File: src/noc_pkg.sv
// Shared flit, link and pin types plus mesh constants, imported by every NoC RTL block
`default_nettype none

package noc_pkg;

    // ======================================================================
    // Mesh geometry and widths
    // ======================================================================
    localparam int FLIT_W           = 64;
    localparam int NIBBLE_W         = 4;
    localparam int NIBBLES_PER_FLIT = 16;
    localparam int VC_W             = 2;
    // Coordinates 0..4, where 0 and 4 are the edge ports
    localparam int COORD_W          = 3;
    localparam int MESH_DIM         = 3;

    // Router port order, also used to number the mesh sides
    typedef enum logic [1:0] {
        DIR_NORTH = 2'd0,
        DIR_EAST  = 2'd1,
        DIR_SOUTH = 2'd2,
        DIR_WEST  = 2'd3
    } dir_e;

    // Header view, destination in the top bits
    typedef struct packed {
        logic [COORD_W-1:0]          dest_x;
        logic [COORD_W-1:0]          dest_y;
        logic [FLIT_W-2*COORD_W-1:0] payload;
    } flit_hdr_t;

    // Raw view is filled by the deserializer, header view is decoded by routers
    typedef union packed {
        logic [FLIT_W-1:0] raw;
        flit_hdr_t         hdr;
    } flit_u;

    // One mesh link direction
    typedef struct packed {
        logic            valid;
        logic [VC_W-1:0] vc;
        flit_u           flit;
    } link_t;

    // One external pin group
    typedef struct packed {
        logic                valid;
        logic [VC_W-1:0]     vc;
        logic [NIBBLE_W-1:0] nibble;
    } serial_t;

endpackage

`default_nettype wire
File: src/mesh_edge_side.sv
// One mesh side that steers its pin group to one of three edge ports chosen by sel
`default_nettype none

module mesh_edge_side #(
    parameter noc_pkg::dir_e SIDE = noc_pkg::DIR_NORTH
) (
    input  logic                          clk,
    input  logic                          reset,
    input  noc_pkg::serial_t              serial_in,
    input  logic [1:0]                    sel,
    output noc_pkg::serial_t              serial_out,
    output noc_pkg::link_t                to_mesh   [noc_pkg::MESH_DIM],
    input  noc_pkg::link_t                from_mesh [noc_pkg::MESH_DIM],
    output logic [noc_pkg::MESH_DIM-1:0]  from_mesh_full
);
    import noc_pkg::*;

    serial_t ser_out [MESH_DIM];

    for (genvar p = 0; p < MESH_DIM; p++) begin : g_port
        serial_t port_in;

        // Only the selected deserializer sees valid nibbles
        always_comb begin
            port_in       = serial_in;
            port_in.valid = serial_in.valid && (sel == 2'(p));
        end

        flit_deserializer deser_inst (
            .clk       (clk),
            .reset     (reset),
            .serial_in (port_in),
            .flit_out  (to_mesh[p])
        );

        // Keeps shifting even when not selected
        flit_serializer ser_inst (
            .clk        (clk),
            .reset      (reset),
            .flit_in    (from_mesh[p]),
            .full       (from_mesh_full[p]),
            .serial_out (ser_out[p])
        );
    end

    // Pin mux with sel 3 leaving the pins idle
    always_comb begin
        serial_out = '0;
        if (sel < 2'(MESH_DIM))
            serial_out = ser_out[sel];
    end

endmodule

`default_nettype wire

File: src/flit_serializer.sv
// Edge outbound stage, sends one router flit as 16 pin nibbles, busy acts as link full
`default_nettype none

module flit_serializer (
    input  logic              clk,
    input  logic              reset,
    input  noc_pkg::link_t    flit_in,
    output logic              full,
    output noc_pkg::serial_t  serial_out
);
    import noc_pkg::*;

    localparam int CNT_W = $clog2(NIBBLES_PER_FLIT);

    logic              busy;
    logic              accept;
    logic [CNT_W-1:0]  count;
    logic [FLIT_W-1:0] shift_q;
    logic [VC_W-1:0]   vc_q;

    assign accept = flit_in.valid && !busy;

    // ======================================================================
    // Burst control
    // ======================================================================
    always_ff @(posedge clk) begin
        if (reset) begin
            busy  <= 1'b0;
            count <= '0;
        end else if (accept) begin
            busy  <= 1'b1;
            count <= '0;
        end else if (busy) begin
            count <= count + 1'b1;
            // Last of 16 nibbles on the pins
            if (count == CNT_W'(NIBBLES_PER_FLIT - 1))
                busy <= 1'b0;
        end
    end

    always_ff @(posedge clk) begin
        if (accept) begin
            shift_q <= flit_in.flit.raw;
            vc_q    <= flit_in.vc;
        end else if (busy) begin
            shift_q <= shift_q << NIBBLE_W;
        end
    end

    assign full       = busy;
    assign serial_out = {busy, vc_q, shift_q[FLIT_W-1 -: NIBBLE_W]};

endmodule

`default_nettype wire

File: src/flit_deserializer.sv
// Edge inbound stage, gathers 16 pin nibbles into one flit for the edge router
`default_nettype none

module flit_deserializer (
    input  logic              clk,
    input  logic              reset,
    input  noc_pkg::serial_t  serial_in,
    output noc_pkg::link_t    flit_out
);
    import noc_pkg::*;

    localparam int CNT_W = $clog2(NIBBLES_PER_FLIT);

    logic [CNT_W-1:0]  count;
    logic              last_nibble;
    logic              valid_q;
    logic [FLIT_W-1:0] shift_q;
    logic [VC_W-1:0]   vc_q;

    assign last_nibble = (count == CNT_W'(NIBBLES_PER_FLIT - 1));

    // Count wraps after the 16th nibble
    always_ff @(posedge clk) begin
        if (reset) begin
            count   <= '0;
            valid_q <= 1'b0;
        end else begin
            valid_q <= serial_in.valid && last_nibble;
            if (serial_in.valid)
                count <= count + 1'b1;
        end
    end

    // Most significant nibble arrives first
    always_ff @(posedge clk) begin
        if (serial_in.valid) begin
            shift_q <= {shift_q[FLIT_W-NIBBLE_W-1:0], serial_in.nibble};
            if (last_nibble)
                vc_q <= serial_in.vc;
        end
    end

    assign flit_out = {valid_q, vc_q, shift_q};

endmodule

`default_nettype wire

File: config.mk
export PLATFORM = sky130hd
export DESIGN_NAME = mesh_edge_side
export DESIGN_NICKNAME = d
export VERILOG_FILES = /design/src/noc_pkg.sv /design/src/mesh_edge_side.sv /design/src/flit_serializer.sv /design/src/flit_deserializer.sv
export SDC_FILE = /design/constraint.sdc
export NUM_CORES = 1
export LEC_CHECK = 0
export ABC_AREA = 1
export BUFFER_PORTS_ARGS = -buffer_cell sky130_fd_sc_hd__buf_2
export CORE_MARGIN = 5
export CORE_UTILIZATION = 40
export DETAILED_ROUTE_END_ITERATION = 10
export GPL_TIMING_DRIVEN = 0
export PLACE_DENSITY = 0.64
export SLEW_MARGIN = 5
export SYNTH_ARGS = -nofsm -noshare
export SYNTH_HDL_FRONTEND = slang
export SYNTH_HIERARCHICAL = 1
export SYNTH_SLANG_ARGS = --single-unit
File: constraint.sdc
create_clock -name clk -period 6.3 [get_ports clk]
set_clock_uncertainty 0.15 [all_clocks]
set_input_delay 0.315 -clock clk [delete_from_list [all_inputs] [get_ports clk]]
set_output_delay 0.315 -clock clk [all_outputs]
set_load 0.01 [all_outputs]
==> run_summary.xml <==
<?xml version="1.0" encoding="UTF-8"?>
<metrics>
  <group name="outcome">
    <metric name="status" unit="">complete, no violations</metric>
  </group>
  <group name="synthesis">
    <metric name="synth_fp_nets" unit="">1461</metric>
    <metric name="postSynthAreaPerCell" unit="um^2">12.88</metric>
    <metric name="synth_sequential_area_ratio" unit="%">78.03</metric>
    <metric name="yosys_register_bits" unit="">426</metric>
    <metric name="synthDistinctLibCells" unit="">19</metric>
    <metric name="synth.top_cells.by_area" unit="">sky130_fd_sc_hd__edfxtp_1 74%, sky130_fd_sc_hd__nand2_1 14%, sky130_fd_sc_hd__dfxtp_1 3.8%, sky130_fd_sc_hd__buf_6 1.4%, sky130_fd_sc_hd__nor2_1 1.3%</metric>
    <metric name="yosys.area_share.xor_xnor" unit="%">0</metric>
    <metric name="post-synth-top-area-cell" unit="">sky130_fd_sc_hd__edfxtp_1</metric>
    <metric name="post_synth_and_or_nand_nor_area_fraction" unit="%">16.89</metric>
    <metric name="synth_compound_area_share" unit="%">0.5627</metric>
    <metric name="synth_area" unit="um^2">16010</metric>
    <metric name="synth_fa_ha_area_share" unit="%">0.4689</metric>
    <metric name="postSynthCellCount" unit="">1243</metric>
    <metric name="main_combinational_cell_family_by_area_after_synthesis" unit="">simple AND/OR/NAND/NOR gates</metric>
    <metric name="synth_largest_type_area_fraction" unit="%">74.28</metric>
    <metric name="synth.mux.area_fraction" unit="%">0</metric>
    <metric name="yosysWarnings" unit="">6</metric>
  </group>
  <group name="worst_hold_path">
    <metric name="min_delay_path_depth" unit="">2</metric>
    <metric name="timing.hold.worst.class" unit="">in2reg</metric>
    <metric name="whs_endpoint" unit="">g_port[2].deser_inst/valid_q$_SDFF_PP0_</metric>
    <metric name="hold_start" unit="">reset</metric>
  </group>
  <group name="global_routing">
    <metric name="grt_first_pass_wirelength" unit="um">65210</metric>
    <metric name="gr-total-overflow" unit="">0</metric>
    <metric name="pin_count_of_the_biggest_net_entering_global_routing" unit="">38</metric>
    <metric name="grt_use_met1" unit="%">22.48</metric>
    <metric name="grt_antenna_before_repair" unit="">3</metric>
    <metric name="vias_in_the_first_global_route" unit="">11902</metric>
    <metric name="groute.layer.met2.usage" unit="%">32.56</metric>
    <metric name="grt.met3_usage" unit="%">4.450</metric>
    <metric name="grt.busiest_layer" unit="">met2</metric>
    <metric name="global_route.usage.total" unit="%">18.69</metric>
  </group>
  <group name="pwr">
    <metric name="power.leakage" unit="uW">0.009805</metric>
    <metric name="vdd.ir_drop.worst" unit="mV">0.1959</metric>
    <metric name="p_per_area" unit="nW/um^2">287.3</metric>
  </group>
  <group name="sta">
    <metric name="fin_ws" unit="ns">4.142</metric>
    <metric name="worst-slew-pin-transition" unit="ns">0.8136</metric>
    <metric name="grt_setup_unrepaired" unit="">false</metric>
    <metric name="timing.final.setup_violations" unit="">0</metric>
    <metric name="final_number_of_hold_violating_endpoints" unit="">0</metric>
    <metric name="fin_setup_tns" unit="ns">0</metric>
    <metric name="layout_min_cycle_time" unit="ns">2.158</metric>
    <metric name="final_count_of_pins_violating_max_slew" unit="">0</metric>
    <metric name="final.period_utilization" unit="%">34.25</metric>
    <metric name="maxSlewHeadroom" unit="%">45.58</metric>
    <metric name="achievable-frequency" unit="MHz">463.5</metric>
  </group>
  <group name="cells_and_area">
    <metric name="post-route-util" unit="%">56.72</metric>
    <metric name="layout_common_cells" unit="">589 x sky130_fd_sc_hd__nand2_1, 446 x sky130_fd_sc_hd__buf_2, 396 x sky130_fd_sc_hd__edfxtp_1, 207 x sky130_fd_sc_hd__dlygate4sd3_1, 57 x sky130_fd_sc_hd__nor2_1</metric>
    <metric name="post_route_cells_drive_above_1_share" unit="%">29.52</metric>
    <metric name="flow.area_growth_from_synthesis" unit="%">40.45</metric>
    <metric name="finish.net_count" unit="">2151</metric>
    <metric name="post-route-cell-area" unit="um^2">22480</metric>
    <metric name="mostFrequentLayoutCell" unit="">sky130_fd_sc_hd__nand2_1</metric>
    <metric name="finish.cell_count_without_fillers" unit="">2491</metric>
    <metric name="filler_cell_count" unit="">3093</metric>
  </group>
  <group name="detailed_routing">
    <metric name="totalWireLength" unit="um">42480</metric>
    <metric name="routed-via-count" unit="">11671</metric>
    <metric name="drt_pre_antenna_iters" unit="">6</metric>
    <metric name="detail_route.drc_violations" unit="">0</metric>
    <metric name="post_drt_wl_per_cell" unit="um">17.05</metric>
    <metric name="avgViaCountPerCell" unit="">4.685</metric>
    <metric name="antenna_violating_nets_post_route" unit="">0</metric>
    <metric name="detailedRoute.firstIterationViolations" unit="">765</metric>
  </group>
  <group name="floorplan">
    <metric name="chipHeight" unit="um">210.1</metric>
    <metric name="floorplan.core_area" unit="um^2">39640</metric>
    <metric name="rows" unit="">73</metric>
    <metric name="floorplan.die_area" unit="um^2">44120</metric>
    <metric name="pin_count" unit="">423</metric>
    <metric name="die_w" unit="um">210.1</metric>
    <metric name="initial_utilization" unit="%">40.39</metric>
  </group>
  <group name="setup_path">
    <metric name="worst-endpoint-required" unit="ns">6.40</metric>
    <metric name="worst-path-max-fanout" unit="">36</metric>
    <metric name="rr_worst_depth" unit="">4</metric>
    <metric name="startpoint_type" unit="">flip-flop</metric>
    <metric name="regToRegStartpoint" unit="">g_port[0].ser_inst/full$_SDFF_PP0_</metric>
    <metric name="reg2reg_slack" unit="ns">4.14</metric>
    <metric name="regToRegEndpoint" unit="">g_port[0].ser_inst/shift_q[50]$_DFFE_PP_</metric>
    <metric name="signal_arrival_time_at_the_worst_endpoint" unit="ns">2.25</metric>
    <metric name="criticalPathCategory" unit="">reg2reg</metric>
    <metric name="cp-end-kind" unit="">flip-flop</metric>
  </group>
  <group name="clocking">
    <metric name="buffer_type_at_the_clock_tree_root" unit="">sky130_fd_sc_hd__clkbuf_16</metric>
    <metric name="ctsHtreeMaxLevel" unit="">2</metric>
    <metric name="cts_tree" unit="">built</metric>
    <metric name="tritoncts.num_buffers" unit="">45</metric>
    <metric name="clock_transition_at_path_regs" unit="ns">0.06</metric>
    <metric name="cts_sinks" unit="">426</metric>
    <metric name="clk_latency" unit="ns">0.56</metric>
    <metric name="post_cts_resize_count" unit="">0</metric>
    <metric name="clock_tree.buffer_depth" unit="">3</metric>
  </group>
  <group name="run">
    <metric name="drv_cap" unit="">0</metric>
  </group>
  <group name="place">
    <metric name="place_inst" unit="">2204</metric>
    <metric name="detailedPlace.worstSlack" unit="ns">3.964</metric>
    <metric name="dpl-instance-area" unit="um^2">19050</metric>
    <metric name="dpl.hpwl" unit="um">28020</metric>
    <metric name="gpl.final_weighted_congestion" unit="">0.7945</metric>
    <metric name="total_of_buffers_placed_on_input_and_output_ports" unit="">422</metric>
  </group>
</metrics>
-- metal layers --
layer | vias up | routed length [um] | part of all wire [%]
met5 | - | 28 | 0.066
met2 | 505 | 21430 | 50
met4 | 4 | 1554 | 3.7
met3 | 129 | 3070 | 7.2
met1 | 5490 | 16410 | 39
li1 | 5543 | - | -
-- sequential cells by signal, summed over array words and instances, names as in the netlist --
name	flops
g_port.deser_inst/valid_q	3
g_port.ser_inst/full	3
g_port.ser_inst/vc_q	6
g_port.deser_inst/count	12
g_port.deser_inst/vc_q	6
g_port.ser_inst/shift_q	192
g_port.deser_inst/shift_q	192
g_port.ser_inst/count	12
-- critical path: stages, from the launching register on --
cell                      delay, ns
sky130_fd_sc_hd__dfxtp_1       0.44
sky130_fd_sc_hd__buf_2         0.28
sky130_fd_sc_hd__nor2_1        0.10
sky130_fd_sc_hd__inv_2         0.59
sky130_fd_sc_hd__buf_12        0.28
-- kinds of logic after synthesis --
logic type | count (synthesis)
AOI/OAI and AO/OA | 18
buffers and inverters | 104
DFF | 426
adders and majority gates | 6
and+or+nand+nor | 689
-- power breakdown --
group	switching, uW	internal [uW]	total (uW)
Sequential	64.8	3330	3390
Clock	1050	1420	2460
Combinational	327	278	604
-- synthesized netlist by cell type --
cell,instances
sky130_fd_sc_hd__buf_4,18
sky130_fd_sc_hd__buf_6,20
sky130_fd_sc_hd__inv_6,2
sky130_fd_sc_hd__nor3_1,4
sky130_fd_sc_hd__nand2_1,589
sky130_fd_sc_hd__buf_2,24
sky130_fd_sc_hd__nand2_2,3
sky130_fd_sc_hd__edfxtp_1,396
sky130_fd_sc_hd__nor3_2,2
sky130_fd_sc_hd__nor2_8,3
sky130_fd_sc_hd__o21ai_0,6
sky130_fd_sc_hd__inv_1,37
sky130_fd_sc_hd__inv_2,3
sky130_fd_sc_hd__nor2_2,4
sky130_fd_sc_hd__nand3_1,27
sky130_fd_sc_hd__a21oi_1,12
sky130_fd_sc_hd__ha_1,6
sky130_fd_sc_hd__nor2_1,57
sky130_fd_sc_hd__dfxtp_1,30
-- timing repair --
| item | in CTS | in global routing |
|---|---|---|
| buffers inserted | 0 | 0 |
| hold buffers | 207 | 0 |
| endpoints found under the hold margin | 219 | 0 |
| setup endpoints to repair | 0 | 0 |
-- worst max-delay path by stage --
stage,end,start,slack (ns)
2_1_floorplan,g_port[2].deser_inst/vc_q[0]$_DFFE_PP_,sel[1],1.96
3_3_place_gp,g_port[2].deser_inst/vc_q[1]$_DFFE_PP_,sel[1],0.02
3_5_place_dp,g_port[0].deser_inst/shift_q[52]$_DFFE_PP_,sel[1],3.96
4_1_cts,g_port[0].ser_inst/shift_q[50]$_DFFE_PP_,g_port[0].ser_inst/full$_SDFF_PP0_,4.09
5_1_grt,g_port[0].ser_inst/shift_q[34]$_DFFE_PP_,g_port[0].ser_inst/full$_SDFF_PP0_,3.97
6_report,g_port[0].ser_inst/shift_q[50]$_DFFE_PP_,g_port[0].ser_inst/full$_SDFF_PP0_,4.14
-- layout make-up --
| cell class | count | area (um^2) | share of cell area, % |
|---|---|---|---|
| Sequential cell | 426 | 12490 | 55.56 |
| Timing Repair Buffer | 643 | 4434 | 19.72 |
| Multi-Input combinational cell | 713 | 2893 | 12.87 |
| Clock buffer | 58 | 1196 | 5.320 |
| Tap cell | 525 | 656.9 | 2.922 |
| Buffer | 62 | 480.5 | 2.137 |
| Inverter | 42 | 167.7 | 0.7457 |
| Clock inverter | 21 | 161.4 | 0.7179 |
| Antenna cell | 1 | 2.502 | 0.01113 |
-- through the flow --
stage | power [uW] | hold WS [ns]
2_1_floorplan | 3712 | 0.2418
3_3_place_gp | 3913 | 0.2731
3_5_place_dp | 3937 | 0.2756
4_1_cts | 6513 | 0.03210
5_1_grt | 6725 | 0.06558
6_report | 6459 | 0.07708
No activity file was read; power rests on OpenSTA's default activity.
