**config.mk**
```make
export PLATFORM = sky130hd
export DESIGN_NAME = mesh_router
export DESIGN_NICKNAME = d
export VERILOG_FILES = /design/src/noc_pkg.sv /design/src/mesh_router.sv /design/src/port_arbiter.sv
export SDC_FILE = /design/constraint.sdc
export NUM_CORES = 1
export LEC_CHECK = 0
export BUFFER_PORTS_ARGS = -buffer_cell sky130_fd_sc_hd__buf_2
export CAP_MARGIN = 0
export CELL_PAD_IN_SITES_DETAIL_PLACEMENT = 1
export CELL_PAD_IN_SITES_GLOBAL_PLACEMENT = 1
export CORE_ASPECT_RATIO = 0.75
export CORE_MARGIN = 1.5
export CORE_UTILIZATION = 42
export DETAILED_ROUTE_END_ITERATION = 7
export PLACE_DENSITY = 0.75
export SYNTH_ARGS = -nofsm -noshare
export SYNTH_HDL_FRONTEND = slang
export SYNTH_SLANG_ARGS = --single-unit
export TNS_END_PERCENT = 50
```
**constraint.sdc**
```tcl
create_clock -name clk -period 6.48 [get_ports clk]
set_input_delay 0.324 -clock clk [delete_from_list [all_inputs] [get_ports clk]]
set_output_delay 0.324 -clock clk [all_outputs]
set_load 0.05 [all_outputs]
```
**src/noc_pkg.sv**
```systemverilog
// Shared flit, link and pin types plus mesh constants, imported by every NoC RTL block
`default_nettype none

package noc_pkg;

    // ======================================================================
    // Mesh geometry and widths
    // ======================================================================
    localparam int FLIT_W           = 64;
    localparam int NIBBLE_W         = 4;
    localparam int NIBBLES_PER_FLIT = 16;
    localparam int VC_W             = 2;
    // Coordinates 0..4, where 0 and 4 are the edge ports
    localparam int COORD_W          = 3;
    localparam int MESH_DIM         = 3;

    // Router port order, also used to number the mesh sides
    typedef enum logic [1:0] {
        DIR_NORTH = 2'd0,
        DIR_EAST  = 2'd1,
        DIR_SOUTH = 2'd2,
        DIR_WEST  = 2'd3
    } dir_e;

    // Header view, destination in the top bits
    typedef struct packed {
        logic [COORD_W-1:0]          dest_x;
        logic [COORD_W-1:0]          dest_y;
        logic [FLIT_W-2*COORD_W-1:0] payload;
    } flit_hdr_t;

    // Raw view is filled by the deserializer, header view is decoded by routers
    typedef union packed {
        logic [FLIT_W-1:0] raw;
        flit_hdr_t         hdr;
    } flit_u;

    // One mesh link direction
    typedef struct packed {
        logic            valid;
        logic [VC_W-1:0] vc;
        flit_u           flit;
    } link_t;

    // One external pin group
    typedef struct packed {
        logic                valid;
        logic [VC_W-1:0]     vc;
        logic [NIBBLE_W-1:0] nibble;
    } serial_t;

endpackage

`default_nettype wire
```
**src/mesh_router.sv**
```systemverilog
// Mesh router with XY routing, input FIFOs and one arbitrated register per output port
`default_nettype none

module mesh_router #(
    parameter int ROUTER_X     = 1,
    parameter int ROUTER_Y     = 1,
    parameter int BUFFER_DEPTH = 2
) (
    input  logic            clk,
    input  logic            reset,
    input  noc_pkg::link_t  in_link  [4],
    output logic [3:0]      in_full,
    output noc_pkg::link_t  out_link [4],
    input  logic [3:0]      out_full
);
    import noc_pkg::*;

    localparam int PTR_W = (BUFFER_DEPTH > 1) ? $clog2(BUFFER_DEPTH) : 1;
    localparam int CNT_W = $clog2(BUFFER_DEPTH + 1);

    link_t      head       [4];
    logic [3:0] head_valid;
    logic [3:0] pop;
    logic [3:0] ready;
    // Indexed [output][input]
    logic [3:0] request    [4];
    logic [3:0] grant      [4];

    function automatic logic [PTR_W-1:0] next_ptr(input logic [PTR_W-1:0] ptr);
        return (ptr == PTR_W'(BUFFER_DEPTH - 1)) ? '0 : ptr + 1'b1;
    endfunction

    // XY routing, then the edge exit once the column and row match
    function automatic dir_e route(input flit_hdr_t hdr);
        logic [COORD_W-1:0] cx;
        logic [COORD_W-1:0] cy;
        cx = hdr.dest_x;
        cy = hdr.dest_y;
        if (cx < COORD_W'(1))
            cx = COORD_W'(1);
        if (cx > COORD_W'(MESH_DIM))
            cx = COORD_W'(MESH_DIM);
        if (cy < COORD_W'(1))
            cy = COORD_W'(1);
        if (cy > COORD_W'(MESH_DIM))
            cy = COORD_W'(MESH_DIM);
        if (cx > ROUTER_X)
            return DIR_EAST;
        if (cx < ROUTER_X)
            return DIR_WEST;
        if (cy > ROUTER_Y)
            return DIR_NORTH;
        if (cy < ROUTER_Y)
            return DIR_SOUTH;
        if (hdr.dest_x == '0)
            return DIR_WEST;
        if (hdr.dest_x == COORD_W'(MESH_DIM + 1))
            return DIR_EAST;
        if (hdr.dest_y == '0)
            return DIR_SOUTH;
        return DIR_NORTH;
    endfunction

    // ======================================================================
    // Input FIFOs
    // ======================================================================
    for (genvar i = 0; i < 4; i++) begin : g_in
        link_t            mem [BUFFER_DEPTH];
        logic [PTR_W-1:0] wr_ptr;
        logic [PTR_W-1:0] rd_ptr;
        logic [CNT_W-1:0] count;
        logic             push;

        assign in_full[i]    = (count == CNT_W'(BUFFER_DEPTH));
        assign push          = in_link[i].valid && !in_full[i];
        assign head[i]       = mem[rd_ptr];
        assign head_valid[i] = (count != '0);

        always_ff @(posedge clk) begin
            if (reset) begin
                wr_ptr <= '0;
                rd_ptr <= '0;
                count  <= '0;
            end else begin
                if (push)
                    wr_ptr <= next_ptr(wr_ptr);
                if (pop[i])
                    rd_ptr <= next_ptr(rd_ptr);
                count <= count + CNT_W'(push) - CNT_W'(pop[i]);
            end
        end

        always_ff @(posedge clk) begin
            if (push)
                mem[wr_ptr] <= in_link[i];
        end
    end

    // Each FIFO head asks for exactly one output
    always_comb begin
        dir_e dir;
        for (int i = 0; i < 4; i++) begin
            dir = route(head[i].flit.hdr);
            for (int d = 0; d < 4; d++)
                request[d][i] = head_valid[i] && (dir == dir_e'(d));
        end
    end

    always_comb begin
        pop = '0;
        for (int d = 0; d < 4; d++)
            for (int i = 0; i < 4; i++)
                if (grant[d][i] && ready[d])
                    pop[i] = 1'b1;
    end

    // ======================================================================
    // Output ports
    // ======================================================================
    for (genvar d = 0; d < 4; d++) begin : g_out
        link_t           pick;
        logic            valid_q;
        logic [VC_W-1:0] vc_q;
        flit_u           flit_q;

        // Register is free when empty or being drained downstream
        assign ready[d] = !valid_q || !out_full[d];

        port_arbiter arb_inst (
            .clk     (clk),
            .reset   (reset),
            .request (request[d]),
            .advance (ready[d]),
            .grant   (grant[d])
        );

        always_comb begin
            pick = '0;
            for (int i = 0; i < 4; i++)
                if (grant[d][i])
                    pick = head[i];
        end

        always_ff @(posedge clk) begin
            if (reset)
                valid_q <= 1'b0;
            else if (ready[d])
                valid_q <= |grant[d];
        end

        always_ff @(posedge clk) begin
            if (ready[d] && |grant[d]) begin
                vc_q   <= pick.vc;
                flit_q <= pick.flit;
            end
        end

        assign out_link[d] = {valid_q, vc_q, flit_q};
    end

endmodule

`default_nettype wire

```
**src/port_arbiter.sv**
```systemverilog
// Round-robin arbiter giving one router output port to one of four input FIFOs
`default_nettype none

module port_arbiter (
    input  logic       clk,
    input  logic       reset,
    input  logic [3:0] request,
    input  logic       advance,
    output logic [3:0] grant
);
    import noc_pkg::*;

    // Highest priority requester
    logic [1:0] ptr;
    logic [1:0] grant_idx;
    logic       found;

    // Search starts at the pointer and wraps around
    always_comb begin
        logic [1:0] idx;
        grant     = '0;
        grant_idx = ptr;
        found     = 1'b0;
        for (int i = 0; i < 4; i++) begin
            idx = ptr + 2'(i);
            if (!found && request[idx]) begin
                grant[idx] = 1'b1;
                grant_idx  = idx;
                found      = 1'b1;
            end
        end
    end

    // Pointer moves past the winner only when its flit is taken
    always_ff @(posedge clk) begin
        if (reset)
            ptr <= 2'(DIR_NORTH);
        else if (advance && found)
            ptr <= grant_idx + 2'd1;
    end

endmodule

`default_nettype wire

```
==> run metrics, run 1 <==
#FFs+latches synth 824; cts hold-fix bufs 264; Clk pwr share 20.4%; Synth area leader edfxtp_1; Final Hold Viols 0; vias per cell 6.36; Sw Pwr 0.0115 W; WP data arrival 6020 ps; Final Setup Violations 0; Max Clock Skew 42.7 ps; DRT Pass-1 Iters 6; max-cap viol count 0; core area 88300 um^2; Post-synth top flop edfxtp_1; post-synth top area share 63.0%; die area 91700 um^2; slew at the pin with the worst max-slew slack 1140 ps; DRC viols 0; Syn. warnings 0; largest net degree at the start of global routing 133; first-pass GRT wire length 217000 um; Port Buffers 545; top cells by area in the synthesized netlist edfxtp_1, mux2_2, o21ai_0; crit path kind register to register; DRT antenna net count 0; Hold WC Path Type input port to register; DP Worst Slack 1180 ps; via count 30900; sequential share of power 33.8%; share of cells above drive strength 1 24.6%; sequential area share after synthesis 64.7%; number of enable flip-flop cells after synthesis 792; clk buf depth 3; P_int 0.0137 W; std cell rows 94; Final WS setup 914 ps; Clk pin slew, worst setup/hold paths 70 ps; GRT Overall Usage 32.3%; H-tree levels 3; grt total ovfl 0; Initial Util 42.7%; Syn Nets 3179; clock sinks 824; Slew Limit Fails 0; Fillers 8989; Syn-to-layout area delta 25.1%; vias in the first global route 31700; clock latency at the later pin of the worst-skew pair 660 ps; count of cell types in the netlist 81; PwrDens 534 nW/um^2; Die Span Y 263 um; TritonCTS clock tree yes; crit end category register; final WL 152000 um; Syn Area/Cell 13.1 um^2; Synth Cell Area 37700 um^2; post-CTS setup buffer count 0; Multi-input gate area 12300 um^2; Reg area 24400 um^2; Syn Inst Count 2873; Setup TNS 0 ps; CP startpoint kind register; post-CTS sizing 0; max frequency 180 MHz; DIE WIDTH 349 um; status finished clean; cts bufs inserted 84; initial antenna violation count 8; data required time of the critical path 6940 ps; final period utilization 85.9%; DR iter-0 viols 3863; # IOs 546; Static Leak 17.1 nW; VDD IR max 0.826 mV; Comb power frac 45.8%; Post-synth ARST share 0%; post-detailed-route wirelength per cell 31.3 um; NumNets Final 3901; worst-path maximum fanout 72; Tmin final 5570 ps; RSZ-0062 raised after global routing no; Switching Share 45.8%; Detailed Place HPWL 91300 um; Slew HR 24.2%; Final Wtd Congestion 0.893; clock root cell clkbuf_16
power by group through the flow:
stage | Combinational, W | Sequential, W | Clock (W)
floorplan | 0.00533 | 0.0102 | 0
global placement | 0.0108 | 0.00856 | 0
detailed placement | 0.0110 | 0.00860 | 0
CTS | 0.0112 | 0.00850 | 0.00515
global route | 0.0120 | 0.00860 | 0.00534
finish | 0.0116 | 0.00852 | 0.00514
layout by cell type (no fill, tap or decap), types with 8 or more instances in the layout:
| master | instances |
|---|---|
| edfxtp_1 | 792 |
| buf_2 | 545 |
| o21ai_0 | 279 |
| dlygate4sd3_1 | 264 |
| nand2_1 | 172 |
| a21oi_1 | 169 |
| mux2i_1 | 139 |
| o22ai_1 | 137 |
| mux2_2 | 132 |
| nand3_1 | 92 |
| clkbuf_16 | 85 |
| inv_1 | 83 |
| a221oi_1 | 75 |
| o211ai_1 | 72 |
| a22oi_1 | 69 |
| o221ai_1 | 67 |
| nor2_1 | 56 |
| buf_4 | 48 |
| ha_1 | 32 |
| dfxtp_1 | 28 |
| clkbuf_1 | 21 |
| clkinv_1 | 20 |
| nor3_1 | 20 |
| nand4_1 | 15 |
| mux4_2 | 13 |
| bufinv_16 | 12 |
| a211oi_1 | 10 |
| nor2b_1 | 10 |
| nand2b_1 | 9 |
| xor2_1 | 9 |
| nor2_4 | 9 |
| nor3b_1 | 8 |
| xnor2_1 | 8 |
| clkinv_2 | 8 |
sequential cells by signal, summed over array words and instances, names as in the netlist, named ones only:
signal,flops
g_in.count,8
g_in.mem,528
g_in.rd_ptr,4
g_in.wr_ptr,4
g_out.arb_inst.ptr,8
g_out.flit_q,256
g_out.valid_q,4
g_out.vc_q,8
cell usage after synthesis, drive strengths merged, types with 6 or more instances:
master,instances
edfxtp,792
o21ai,283
a21oi,173
nand2,173
clkbuf,167
mux2i,139
mux2,138
o22ai,137
nand3,92
inv,84
a221oi,78
o211ai,72
a22oi,69
o221ai,67
nor2,65
buf,59
dfxtp,32
ha,32
nor3,20
nand4,15
mux4,13
a211oi,10
nor2b,10
a21o,9
and3,9
nand2b,9
xor2,9
nor3b,8
xnor2,8
a31oi,7
and2,7
a2111oi,6
a221o,6
nand3b,6
cell type report:
| cell class | instances | area share, % |
|---|---|---|
| repair buffers | 862 | 12.4 |
| diodes | 3 | 0.0159 |
| clock buffers | 108 | 4.73 |
| multi-input cells | 1735 | 26.0 |
| flip-flops and latches | 824 | 51.8 |
| well taps | 1200 | 3.18 |
| inverters | 88 | 0.700 |
| clock inverters | 46 | 1.27 |
critical path: stages, from the launching register on:
cell,delay (ps)
dfxtp_4,1000
or3b_1,440
a21oi_1,470
nand3_1,340
mux4_2,620
and3_1,200
a211oi_1,260
o21a_4,610
buf_4,730
o21ai_0,290
o22ai_1,210
metrics by stage:
step / utilization [%] / power, W / cell area [um^2] / instances / hold WS, ps
final: 53.4 / 0.0252 / 47200 / 4866 / 131
after global routing: 53.4 / 0.0260 / 47200 / 4865 / 132
after CTS: 53.4 / 0.0249 / 47200 / 4863 / 78.1
after detailed placement: 47.2 / 0.0196 / 41700 / 4445 / 491
after global placement: 47.2 / 0.0194 / 41700 / 4445 / 485
after floorplan: - / 0.0155 / 37700 / 2873 / 423
cell families after synthesis:
group / count (synthesis) / share of synthesized area, %
mux: 290 / 8.58
compound gates: 962 / 16.5
xor+xnor: 17 / 0.395
simple gates: 434 / 5.36
flops: 824 / 64.7
buf+inv: 314 / 3.42
fa+ha+maj: 32 / 1.06
worst paths after layout:
path | end | start | slack [ps] | cells past startpoint
setup reg to reg | g_out[2].flit_q[32] | register | 910 | 10
setup / recovery | g_out[2].flit_q[32] | register | 910 | 10
hold / removal | g_in[3].count[1] | in_link[66] | 130 | 4
hold reg to reg | g_in[3].rd_ptr | g_in[3].rd_ptr | 550 | 2
metal layers:
layer / up-vias / global-route usage, % / wire [um]
li1: 12900 / - / -
met1: 15500 / 41.5 / 57700
met2: 2128 / 52.4 / 71800
met3: 450 / 6.87 / 15800
met4: 10 / 14.5 / 6940
met5: - / 0 / 60
(Power assumes the default switching activity.)
==> run 2: changes to the inputs <==
--- a/config.mk
+++ b/config.mk
@@ -13,7 +13,7 @@
 export CORE_MARGIN = 1.5
 export CORE_UTILIZATION = 42
 export DETAILED_ROUTE_END_ITERATION = 7
-export PLACE_DENSITY = 0.75
+export PLACE_DENSITY_LB_ADDON = 0.1
 export SYNTH_ARGS = -nofsm -noshare
 export SYNTH_HDL_FRONTEND = slang
 export SYNTH_SLANG_ARGS = --single-unit
==> run metrics, run 2 (same netlist as run 1, synthesis figures left out) <==
worst r2r dst g_out[2].flit_q[45]; DRC viols 0 (unchanged); vias in the first global route 31800 (+0.33%); final core utilization 53.3% (-0.11 points); Hold WC Path Type input port to register; max reg flops 528 (unchanged); largest net degree at the start of global routing 133 (unchanged); TritonCTS clock tree yes; final WL 155000 um (+1.5%); crit path kind register to register; RSZ-0062 raised after global routing no; die area 91700 um^2 (unchanged); PwrDens 530 nW/um^2 (-0.74%); worst-path maximum fanout 90 (+25%); worst hold stages 4 (unchanged); first-pass GRT wire length 221000 um (+1.7%); DIE WIDTH 349 um (unchanged); grt total ovfl 0 (unchanged); DP Worst Slack 971 ps (-209 ps); post-detailed-route wirelength per cell 31.8 um (+1.5%); largest registers g_in.mem: 528 flops, g_out.flit_q: 256 flops; slew at the pin with the worst max-slew slack 1290 ps (+149 ps); Die Span Y 263 um (unchanged); Non-Filler Instances 4867 (+0.021%); DR iter-0 viols 3773 (-2.3%); H-tree levels 3 (unchanged); CP startpoint kind register; Detailed Place HPWL 93700 um (+2.6%); status finished clean; Final Hold Viols 0 (unchanged); Final WS setup 671 ps (-242 ps); Setup TNS 0 ps (unchanged); crit end category register; Hold EP g_in[3].count[1]; Final Setup Violations 0 (unchanged); Syn-to-layout area delta 24.8%; max frequency 172 MHz (-4.2%); Final Wtd Congestion 0.855 (-4.3%); DRT Pass-1 Iters 6 (unchanged); clk buf depth 3 (unchanged); GRT Overall Usage 33.0% (+0.70 points); Slew HR 14.3% (-9.9 points); Clk pin slew, worst setup/hold paths 60 ps (about the same); Max Clock Skew 32.8 ps (-9.92 ps); clock latency at the later pin of the worst-skew pair 690 ps (+30 ps); reg2reg path depth 10 (unchanged); # IOs 546 (unchanged); NumNets Final 3898 (-0.077%); WP data arrival 6280 ps (+260 ps); core area 88300 um^2 (unchanged); final period utilization 89.6% (+3.7 points); initial antenna violation count 11 (+3); Tmin final 5810 ps (+242 ps); most common cell after layout, fill and taps aside edfxtp_1; VDD IR max 0.527 mV (-36%); post-CTS setup buffer count 0 (unchanged); via count 30900 (+0.026%); clock root cell clkbuf_16; std cell rows 94 (unchanged); Worst Min Path Start in_link[66]; final hold slack 108 ps (-23.2 ps); Port Buffers 545 (unchanged); data required time of the critical path 6950 ps (about the same); share of cells above drive strength 1 24.6% (about the same); clock sinks 824 (unchanged); Largest Register g_in.mem; dpl cells 4441 (-0.090%); Static Leak 17.1 nW (-0.29%); DRT antenna net count 0 (unchanged); Slew Limit Fails 0 (unchanged); commonest non-fill, non-tap cells in the layout edfxtp_1, buf_2, o21ai_0; cts bufs inserted 85 (+1.2%); max-cap viol count 0 (unchanged); R2R Setup Slk 670 ps (-240 ps); Initial Util 42.7% (unchanged); vias per cell 6.36 (about the same)
[run 2: cell types whose count changed in the layout (fill, tap and decap cells not counted), moves of 2 or more]
cell,previous run,this run
clkbuf_1,21,14
clkinv_1,20,25
diode_2,3,6
bufinv_16,12,7
clkinv_2,8,15
buf_12,5,7
clkinv_8,0,2
buf_4,48,42
[run 2: cell type report]
type	count	area (um^2)
Clock buffer	101	2220
Multi-Input combinational cell	1735	12300
Fill cell	8924	41200
Antenna cell	6	15.0
Clock inverter	55	513
Inverter	88	330
Sequential cell	824	24400
Tap cell	1200	1500
Timing Repair Buffer	858	5830
[run 2: critical path, cell delays in order, from the launching register on]
cell      delay, ps
dfxtp_4         550
nor3b_1         860
o22a_1          440
nand3_1         350
mux4_2          660
and3_1          210
a211oi_1        290
o21a_4          560
buf_4           880
o21ai_0         310
o22ai_1         260
[run 2: metal layers]
| metal | global-route usage (%) | part of all wire [%] | routed length (um) |
|---|---|---|---|
| met3 | 5.83 | 9.2 | 14200 |
| met4 | 12.6 | 3.7 | 5710 |
| met5 | 0 | 0.040 | 62 |
| met2 | 51.7 | 46 | 71200 |
| met1 | 45.7 | 41 | 63300 |
[run 2: how the worst max path moves through the flow]
stage                          endpoint  slack [ps]  cells after the start
detailed placement  g_out[2].flit_q[51]         970                     10
CTS                 g_out[2].flit_q[32]         910                     10
global route        g_out[2].flit_q[45]         520                     10
floorplan            g_out[3].flit_q[0]         260                     13
finish              g_out[2].flit_q[45]         670                     10
global placement       g_out[3].vc_q[1]        1180                     11
[run 2: what timing repair did]
action                    4_1_cts  5_1_grt
hold endpoints to repair      528        0
hold buffers                  264        0
gates resized for setup         0        0
[run 2: power breakdown]
group          total (W)  internal (W)  switching [W]  leakage, nW
Clock            0.00493       0.00274        0.00219         1.33
Combinational     0.0116       0.00293        0.00864         7.94
Sequential       0.00848       0.00782       0.000656         7.81
[run 2: stage by stage]
stage / area, um^2 / total power [W]
5_1_grt: 47100 / 0.0258
3_3_place_gp: 41700 / 0.0195
6_report: 47100 / 0.0250
4_1_cts: 47100 / 0.0248
3_5_place_dp: 41700 / 0.0198
2_1_floorplan: 37700 / 0.0155
